$ cat config.mk
export PLATFORM = sky130hd
export DESIGN_NAME = uart_host
export DESIGN_NICKNAME = d
export VERILOG_FILES = /design/src/source/uart_host_pkg.sv /design/src/source/uart_tx.sv /design/src/source/uart_rx.sv /design/src/source/trigger_monitor.sv /design/src/source/uart_host.sv
export SDC_FILE = /design/constraint.sdc
export NUM_CORES = 1
export LEC_CHECK = 0
export ABC_AREA = 0
export BUFFER_PORTS_ARGS = -buffer_cell sky130_fd_sc_hd__buf_2
export CELL_PAD_IN_SITES_DETAIL_PLACEMENT = 1
export CELL_PAD_IN_SITES_GLOBAL_PLACEMENT = 1
export CORE_MARGIN = 10
export CORE_UTILIZATION = 40
export DETAILED_ROUTE_END_ITERATION = 7
export PLACE_DENSITY_LB_ADDON = 0.1
export SYNTH_ARGS = -nofsm -noshare
export SYNTH_HDL_FRONTEND = slang
export SYNTH_SLANG_ARGS = --single-unit
$ cat constraint.sdc
create_clock -name clk -period 2.3 [get_ports clk]
set_clock_uncertainty 0.2 [all_clocks]
set_input_delay 0.115 -clock clk [delete_from_list [all_inputs] [get_ports clk]]
set_output_delay 0.115 -clock clk [all_outputs]
set_load 0.1 [all_outputs]
$ cat src/source/uart_host_pkg.sv
/* UART host shared definitions */

`default_nettype none

package uart_host_pkg;

    // Clock cycles per serial bit, kept short for simulation
    localparam int baud_div = 16;

    // Data bits per 8-N-1 frame
    localparam int data_bits = 8;

    // Counter widths derived from the frame timing
    localparam int baud_cnt_w = $clog2(baud_div);
    localparam int bit_cnt_w  = $clog2(data_bits);

    // Two-byte sequence that fires the forced reset
    localparam logic [7:0] trig_first  = 8'hA5;
    localparam logic [7:0] trig_second = 8'h3C;

    typedef logic [data_bits-1:0] uart_byte_t;

    // Transmitter FSM
    typedef enum logic [1:0] {
        TX_IDLE,
        TX_START,
        TX_DATA,
        TX_STOP
    } tx_state_t;

    // Receiver FSM
    typedef enum logic [1:0] {
        RX_IDLE,
        RX_START,
        RX_DATA,
        RX_STOP
    } rx_state_t;

    // Trigger monitor FSM
    typedef enum logic {
        TRIG_WAIT_FIRST,
        TRIG_ARMED
    } trig_state_t;

endpackage

`default_nettype wire

$ cat src/source/uart_tx.sv
/* UART transmitter, 8-N-1 */

`default_nettype none

module uart_tx
    import uart_host_pkg::*;
(
    input  wire        clk,
    input  wire        rst,
    input  wire        force_reset,
    input  uart_byte_t tx_data,
    input  wire        tx_start,
    output logic       tx_out,
    output logic       tx_busy
);

    tx_state_t             state;
    logic [baud_cnt_w-1:0] baud_cnt;
    logic [bit_cnt_w-1:0]  bit_cnt;
    uart_byte_t            shift;
    logic                  bit_end;
    logic                  accept;

    assign bit_end = (baud_cnt == baud_cnt_w'(baud_div - 1));   // Last cycle of a bit
    assign accept  = (state == TX_IDLE) && tx_start;           // Only taken while idle

    // Frame sequencing
    always_ff @(posedge clk or posedge rst) begin
        if (rst) begin
            state    <= TX_IDLE;
            baud_cnt <= '0;
            bit_cnt  <= '0;
            tx_out   <= 1'b1;
            tx_busy  <= 1'b0;
        end else if (force_reset) begin
            // Abort whatever frame is on the line
            state    <= TX_IDLE;
            baud_cnt <= '0;
            bit_cnt  <= '0;
            tx_out   <= 1'b1;
            tx_busy  <= 1'b0;
        end else begin
            case (state)
                TX_IDLE: begin
                    tx_out <= 1'b1;
                    if (tx_start) begin
                        state    <= TX_START;
                        tx_out   <= 1'b0;       // Start bit
                        tx_busy  <= 1'b1;
                        baud_cnt <= '0;
                    end
                end
                TX_START: begin
                    if (bit_end) begin
                        state    <= TX_DATA;
                        baud_cnt <= '0;
                        bit_cnt  <= '0;
                        tx_out   <= shift[0];   // LSB first
                    end else begin
                        baud_cnt <= baud_cnt + 1'b1;
                    end
                end
                TX_DATA: begin
                    if (bit_end) begin
                        baud_cnt <= '0;
                        if (bit_cnt == bit_cnt_w'(data_bits - 1)) begin
                            state  <= TX_STOP;
                            tx_out <= 1'b1;     // Stop bit
                        end else begin
                            bit_cnt <= bit_cnt + 1'b1;
                            tx_out  <= shift[1]; // Shift happens on this same edge
                        end
                    end else begin
                        baud_cnt <= baud_cnt + 1'b1;
                    end
                end
                TX_STOP: begin
                    if (bit_end) begin
                        state    <= TX_IDLE;
                        baud_cnt <= '0;
                        tx_busy  <= 1'b0;
                    end else begin
                        baud_cnt <= baud_cnt + 1'b1;
                    end
                end
                default: state <= TX_IDLE;
            endcase
        end
    end

    // Data shift register
    always_ff @(posedge clk) begin
        if (accept) begin
            shift <= tx_data;
        end else if (state == TX_DATA && bit_end) begin
            shift <= {1'b0, shift[data_bits-1:1]};
        end
    end

endmodule

`default_nettype wire

$ cat src/source/uart_rx.sv
/* UART receiver with mid-bit sampling */

`default_nettype none

module uart_rx
    import uart_host_pkg::*;
(
    input  wire        clk,
    input  wire        rst,
    input  wire        force_reset,
    input  wire        rx_in,
    output uart_byte_t rx_data,
    output logic       rx_valid,
    output logic       rx_frame_err
);

    rx_state_t             state;
    logic [baud_cnt_w-1:0] baud_cnt;
    logic [bit_cnt_w-1:0]  bit_cnt;
    uart_byte_t            shift;
    logic                  rx_meta;
    logic                  rx_sync;
    logic                  rx_prev;
    logic                  fall;
    logic                  half_bit;
    logic                  full_bit;

    // Two-flop synchronizer plus one stage for edge detect
    always_ff @(posedge clk or posedge rst) begin
        if (rst) begin
            rx_meta <= 1'b1;
            rx_sync <= 1'b1;
            rx_prev <= 1'b1;
        end else begin
            rx_meta <= rx_in;
            rx_sync <= rx_meta;
            rx_prev <= rx_sync;
        end
    end

    assign fall     = rx_prev && !rx_sync;
    assign half_bit = (baud_cnt == baud_cnt_w'(baud_div / 2 - 1));
    assign full_bit = (baud_cnt == baud_cnt_w'(baud_div - 1));    // Centre of next bit

    always_ff @(posedge clk or posedge rst) begin
        if (rst) begin
            state        <= RX_IDLE;
            baud_cnt     <= '0;
            bit_cnt      <= '0;
            rx_data      <= '0;
            rx_valid     <= 1'b0;
            rx_frame_err <= 1'b0;
        end else if (force_reset) begin
            state        <= RX_IDLE;
            baud_cnt     <= '0;
            bit_cnt      <= '0;
            rx_data      <= '0;
            rx_valid     <= 1'b0;
            rx_frame_err <= 1'b0;
        end else begin
            rx_valid     <= 1'b0;   // Pulses last one cycle
            rx_frame_err <= 1'b0;
            case (state)
                RX_IDLE: begin
                    if (fall) begin
                        state    <= RX_START;
                        baud_cnt <= '0;
                    end
                end
                RX_START: begin
                    if (half_bit) begin
                        baud_cnt <= '0;
                        if (rx_sync) begin
                            state <= RX_IDLE;   // Glitch, not a start bit
                        end else begin
                            state   <= RX_DATA;
                            bit_cnt <= '0;
                        end
                    end else begin
                        baud_cnt <= baud_cnt + 1'b1;
                    end
                end
                RX_DATA: begin
                    if (full_bit) begin
                        baud_cnt <= '0;
                        if (bit_cnt == bit_cnt_w'(data_bits - 1)) begin
                            state <= RX_STOP;
                        end else begin
                            bit_cnt <= bit_cnt + 1'b1;
                        end
                    end else begin
                        baud_cnt <= baud_cnt + 1'b1;
                    end
                end
                RX_STOP: begin
                    if (full_bit) begin
                        state    <= RX_IDLE;
                        baud_cnt <= '0;
                        if (rx_sync) begin
                            rx_data  <= shift;
                            rx_valid <= 1'b1;
                        end else begin
                            rx_frame_err <= 1'b1;   // Stop bit seen low
                        end
                    end else begin
                        baud_cnt <= baud_cnt + 1'b1;
                    end
                end
                default: state <= RX_IDLE;
            endcase
        end
    end

    // LSB arrives first, so shift in from the top
    always_ff @(posedge clk) begin
        if (state == RX_DATA && full_bit) begin
            shift <= {rx_sync, shift[data_bits-1:1]};
        end
    end

endmodule

`default_nettype wire

$ cat src/source/trigger_monitor.sv
/* Two-byte trigger monitor */

`default_nettype none

module trigger_monitor
    import uart_host_pkg::*;
(
    input  wire        clk,
    input  wire        rst,
    input  uart_byte_t rx_data,
    input  wire        rx_valid,
    output logic       force_reset
);

    trig_state_t state;
    trig_state_t state_next;
    logic        fire;

    // Sequence rule, evaluated only on a received byte
    always_comb begin
        state_next = state;
        fire       = 1'b0;
        if (rx_valid) begin
            case (state)
                TRIG_WAIT_FIRST: begin
                    if (rx_data == trig_first) begin
                        state_next = TRIG_ARMED;
                    end
                end
                TRIG_ARMED: begin
                    if (rx_data == trig_second) begin
                        state_next = TRIG_WAIT_FIRST;
                        fire       = 1'b1;
                    end else if (rx_data != trig_first) begin
                        state_next = TRIG_WAIT_FIRST;   // Repeated first byte stays armed
                    end
                end
                default: state_next = TRIG_WAIT_FIRST;
            endcase
        end
    end

    always_ff @(posedge clk or posedge rst) begin
        if (rst) begin
            state       <= TRIG_WAIT_FIRST;
            force_reset <= 1'b0;
        end else begin
            state       <= state_next;
            force_reset <= fire;        // Single cycle, one after rx_valid
        end
    end

endmodule

`default_nettype wire

$ cat src/source/uart_host.sv
/* UART host top level */

`default_nettype none

module uart_host
    import uart_host_pkg::*;
(
    input  wire        clk,
    input  wire        rst,
    input  uart_byte_t tx_data,
    input  wire        tx_start,
    input  wire        rx_in,
    output logic       tx_out,
    output logic       tx_busy,
    output uart_byte_t rx_data,
    output logic       rx_valid,
    output logic       rx_frame_err
);

    // Clears both engines when the trigger sequence is seen
    logic force_reset;

    uart_tx tx_inst (
        .clk         (clk),
        .rst         (rst),
        .force_reset (force_reset),
        .tx_data     (tx_data),
        .tx_start    (tx_start),
        .tx_out      (tx_out),
        .tx_busy     (tx_busy)
    );

    uart_rx rx_inst (
        .clk          (clk),
        .rst          (rst),
        .force_reset  (force_reset),
        .rx_in        (rx_in),
        .rx_data      (rx_data),
        .rx_valid     (rx_valid),
        .rx_frame_err (rx_frame_err)
    );

    // Watches the same byte stream the host sees
    trigger_monitor trig_inst (
        .clk         (clk),
        .rst         (rst),
        .rx_data     (rx_data),
        .rx_valid    (rx_valid),
        .force_reset (force_reset)
    );

endmodule

`default_nettype wire

Yosys cells after proc, flatten, opt, wreduce, memory -nomap -nowiden
Cells that the tools add are included.
{"block": "totals", "ram_bits": 0, "reg_bits": 51, "memories": 0, "romBits": 0, "word_cells": 140, "latchBits": 0}
{"block": "classes", "order_cmp": 0, "mux": 66, "n_div": 0, "n_addsub": 4, "n_reduce_logical": 24, "n_eq_ne": 27, "shifts": 0, "bitwise_logic": 1, "mul": 0}
{"cell": "two-way mux 8 bit", "count": 6}
{"cell": "two-way mux 4 bit", "count": 7}
{"cell": "two-way mux 3 bit", "count": 9}
{"cell": "!= test 3 x 1 -> 1 bit (second input constant)", "count": 9}
{"cell": "two-way mux 2 bit", "count": 13}
{"cell": "two-way mux 1 bit", "count": 22}
{"cell": "one-hot mux 2 bit (4 select lines)", "count": 2}
{"cell": "AND reduction 5 bit", "count": 3}
{"cell": "!= test 3 x 2 -> 1 bit (second input constant)", "count": 4}
{"cell": "one-hot mux 3 bit (2 select lines)", "count": 2}
{"cell": "one-hot mux 4 bit (3 select lines)", "count": 1}
{"cell": "AND reduction 3 bit", "count": 3}
{"cell": "nonzero test 3 bit", "count": 3}
{"cell": "adder 4 x 1 -> 4 bit (second input constant)", "count": 2}
{"cell": "== test 2 bit (second input constant)", "count": 4}
{"cell": "== test 4 bit (second input constant)", "count": 2}
{"cell": "== test 8 x 6 -> 1 bit (second input constant)", "count": 1}
{"cell": "== test 8 bit (second input constant)", "count": 1}
{"cell": "!= test 8 bit (second input constant)", "count": 1}
{"cell": "one-hot mux 4 bit (2 select lines)", "count": 1}
{"cell": "nonzero test 2 bit", "count": 4}
{"cell": "adder 3 x 1 -> 3 bit (second input constant)", "count": 2}
{"cell": "== test 3 bit (second input constant)", "count": 2}
{"cell": "== test 2 x 1 -> 1 bit (second input constant)", "count": 2}
{"cell": "other kinds (11)", "count": 16}

Depth between registers and ports, before layout
{"block": "depth", "ltp_word": 5, "depth_mapped": 7}

Hierarchy
A second synthesis with hierarchy kept.
{"block": "hier_totals", "cells_unflattened": 214, "hier_area_um2": 2542.4}
{"module": "uart_rx", "cells_per_inst": 103, "instances": 1, "area_each_um2": 1320.0, "seq_area_each_um2": 794.5}
{"module": "uart_tx", "cells_per_inst": 101, "instances": 1, "area_each_um2": 1111.1, "seq_area_each_um2": 516.7}
{"module": "trigger_monitor", "cells_per_inst": 10, "instances": 1, "area_each_um2": 111.4, "seq_area_each_um2": 50.0}

Worst setup path after synthesis
No wires, ideal clock.
{"block": "synth_timing", "kind": "flip-flop to flip-flop", "startpoint": "reg rx_inst.state[0]", "endpoint": "reg rx_inst.baud_cnt[0]", "path_slack_ns": 0.279, "t_arrival_ns": 1.743, "required_time_ns": 2.022, "n_path_buf": 1, "path_stages_with_launch": 8, "setup_time_ns": 0.078, "path_cell_list": "dfrtp_1 inv_1 ha_1 buf_2 nor3_1 a211o_1 or4_1 a21oi_1"}
{"block": "synth_via", "elab_chain_cells": 4, "elab_cells_between_ends": 8}
{"element": "start: declaration", "line_no": "uart_rx.sv:17", "text": "rx_state_t state;"}
{"element": "start signal: assignment", "line_no": "uart_rx.sv:47", "text": "state <= RX_IDLE;"}
{"element": "start signal: assignment", "line_no": "uart_rx.sv:54", "text": "state <= RX_IDLE;"}
{"element": "start signal: assignment", "line_no": "uart_rx.sv:66", "text": "state <= RX_START;"}
{"element": "== test 2 bit", "line_no": "uart_rx.sv:63", "text": "case (state)"}
{"element": "OR reduction 2 bit (no line)"}
{"element": "one-hot mux 4 bit (3 select lines)", "line_no": "uart_rx.sv:63"}
{"element": "two-way mux 4 bit", "line_no": "uart_rx.sv:53", "text": "end else if (force_reset) begin"}
{"element": "end signal: assignment", "line_no": "uart_rx.sv:80", "text": "baud_cnt <= baud_cnt + 1'b1;"}
{"element": "end signal: assignment", "line_no": "uart_rx.sv:92", "text": "baud_cnt <= baud_cnt + 1'b1;"}
{"element": "end signal: assignment", "line_no": "uart_rx.sv:106", "text": "baud_cnt <= baud_cnt + 1'b1;"}
{"element": "end: declaration", "line_no": "uart_rx.sv:18", "text": "logic [baud_cnt_w-1:0] baud_cnt;"}
Several ways; a longest one is shown, not always the timed one.
A chain may end at the register's enable or synchronous reset.

Worst setup path after layout
{"block": "layout_timing", "startpoint": "reg rx_inst.state[1]", "endpoint": "reg rx_inst.baud_cnt[0]"}
The elaborated chain is that of the path after synthesis.

==> out/summary.txt <==
Distinct cell type count after synthesis: 45
VDD IR max: 0.6348 mV
DP Cell Count: 318
Drt total wl: 5959 µm
Syn Area/Cell: 11.49 µm²
IO Pins: 24
Top post-synthesis cells by area: dfrtp_1 31%, edfxtp_1 19%, ha_1 7.9%
Crit-path max FO: 7
IO Port Bufs: 23
Area delta synth->final: 19.36%
Total power: 0.003098 W
Clock root cell: clkbuf_8
GRT Overall Usage: 12.52%
Main flop type after synthesis: dfrtp_1
Post-synth design cell area: 2527 µm²
Area leader, netlist: dfrtp_1
Tmin final: 2187 ps
Largest net degree at the start of global routing: 36
CTS max path bufs: 2
Sw Pwr: 0.001147 W
Grt ovf: 0
Type of the worst setup path: reg2reg
Hold WC Path Type: in2reg
Nets@finish: 290
1st-pass router iterations: 4
WL/cell: 17.63 µm
Core Rows: 28
Startpoint types: register
Async SR Flop Fraction: 68.63%
Slew headroom: 51.34%
Layout Cells excl Fill: 338
Post-DP HPWL: 3980 µm
Die Ht: 99.49 µm
CTS sink cnt: 51
P_leak: 1.310 nW
P_int: 0.001951 W
Number of diodes: 0
Most common cell after layout, fill and taps aside: dfrtp_1
Synth Instances: 220
Die Wd: 99.49 µm
EDFF count, synth: 16
Max cap viols: 0
Final Slew Violations: 0
TritonCTS Buffers: 5
Power Dens Cells: 1027 nW/µm²
Seq/Total Area, Yosys: 53.86%
First-pass GRT wire length: 10,230 µm
Final setup fails: 0
Worst EP arrival: 2230 ps
Endpoints failing hold: 0
Placer Congestion: 0.7715
DRT antenna net count: 0
Status: finished, final reports clean
Sequential power share: 38.8%
Vias in the first global route: 2,044
Clock Latency Late Sink: 320 ps
Clk pwr share: 21.2%
Initial Utilization: 41.94%
Htree depth: 2
Vias: 1,872
Core region area: 6026 µm²
Worst-margin pin slew: 720.4 ps
Flops & latches, synth: 51
Comb pwr share: 40.0%
CTS tree: yes
Worst EP required: 2340 ps
Post-Syn Nets: 248
Fillers: 664
Final Cycle Share: 95.10%
Clk slew on worst S/H paths: 100 ps
Initial antenna violation count: 0
Critical path capture point type: register
Warnings from Yosys: 0
DRC: 0
Vias/cell: 5.538
Iteration-0 DRC Markers: 35
Peak Freq: 457.2 MHz
Area share of the largest cell type after synthesis: 30.69%
Commonest cells after routing, fill and taps aside: 31 x dfrtp_1, 23 x buf_2, 16 x nand2_1, 16 x edfxtp_1
Sw Ratio: 37.03%
Share of cells above drive strength 1: 23.19%
Die area: 9898 µm²
## Yosys cell counts (7+ instances only)
cell type	number
a22o_1	8
mux2_2	10
a21oi_1	14
nand3_1	10
dfrtp_1	31
edfxtp_1	16
nand2_1	16
o21ai_0	8
nor2_1	11
ha_1	16
inv_1	7
## layer usage
| metal | track usage [%] | up-vias | routed length [µm] |
|---|---|---|---|
| met5 | 0 | - | 0 |
| li1 | - | 908 | - |
| met2 | 20.39 | 24 | 2981 |
| met1 | 16.20 | 935 | 2760 |
| met4 | 3.638 | 0 | 53 |
| met3 | 2.768 | 5 | 163 |
## cell families after synthesis
kind of cell / Yosys count / synth area share [%]
AO/OA/AOI/OAI: 50 / 13.86
adder cells (fa/ha/maj): 16 / 7.921
buffers and inverters: 15 / 2.327
flip-flops: 51 / 53.86
multiplexers: 10 / 4.456
AND/OR/NAND/NOR: 78 / 17.57
## registers in the layout, summed over array words and instances (netlist names), 2 cells and up
signal            cells
rx_inst.rx_data       8
rx_inst.shift         8
tx_inst.shift         8
rx_inst.baud_cnt      4
tx_inst.baud_cnt      4
rx_inst.bit_cnt       3
tx_inst.bit_cnt       3
rx_inst.state         2
tx_inst.state         2
## per-stage QoR
step	hold slack (ps)	util [%]	setup TNS, ps	setup slack (ps)	instance area (µm²)
final	145.0	50.06	0	112.8	3017
after global routing	170.3	50.06	-9.624	-9.624	3017
after CTS	136.6	49.61	0	40.18	2989
after detailed placement	21.42	45.87	0	124.1	2764
after global placement	20.78	45.87	0	174.9	2764
after floorplan	-80.52	-	0	279.1	2527
## worst max-delay path, stage by stage, from the launching register on
cell,delay (ps)
dfrtp_1,420
inv_1,130
ha_2,260
and4b_1,230
a211o_1,310
or4_1,430
a21oi_1,130
## repair_timing
action / in CTS / in global routing
hold endpoints to repair: 40 / 0
endpoints found under the setup margin: 0 / 5
setup buffers: 0 / 1
resized for setup: 0 / 4
hold buffers: 11 / 0
## path summary, 6_finish.rpt
kind,from,end,slack (ps),cells past startpoint
hold / removal,tx_start,tx_inst.baud_cnt[0],150,5
setup / recovery,rx_inst.state[1],rx_inst.baud_cnt[0],110,6
hold reg to reg,rx_inst.rx_meta,rx_inst.rx_sync,160,0
setup reg to reg,rx_inst.state[1],rx_inst.baud_cnt[0],110,6
max in group asynchronous,rst,tx_inst.tx_out,1310,4
min in group asynchronous,rst,rx_inst.rx_data[6],240,4
## final cells by class
| type | count | area [µm²] | area share (%) |
|---|---|---|---|
| Multi-Input combinational cell | 154 | 1127 | 37.37 |
| Clock buffer | 5 | 68.82 | 2.281 |
| Sequential cell | 51 | 1361 | 45.13 |
| Inverter | 7 | 26.28 | 0.8710 |
| Clock inverter | 3 | 46.29 | 1.535 |
| Tap cell | 75 | 93.84 | 3.111 |
| Timing Repair Buffer | 43 | 292.8 | 9.706 |
## power groups by stage
| stage | logic, W | clock network (W) | registers, W |
|---|---|---|---|
| floorplan | 0.000849 | 0 | 0.00125 |
| global route | 0.00142 | 0.000711 | 0.00122 |
| global placement | 0.00117 | 0 | 0.00121 |
| detailed placement | 0.00119 | 0 | 0.00122 |
| CTS | 0.00121 | 0.000680 | 0.00120 |
| finish | 0.00124 | 0.000657 | 0.00120 |
Power figures use the tool's default switching activity.
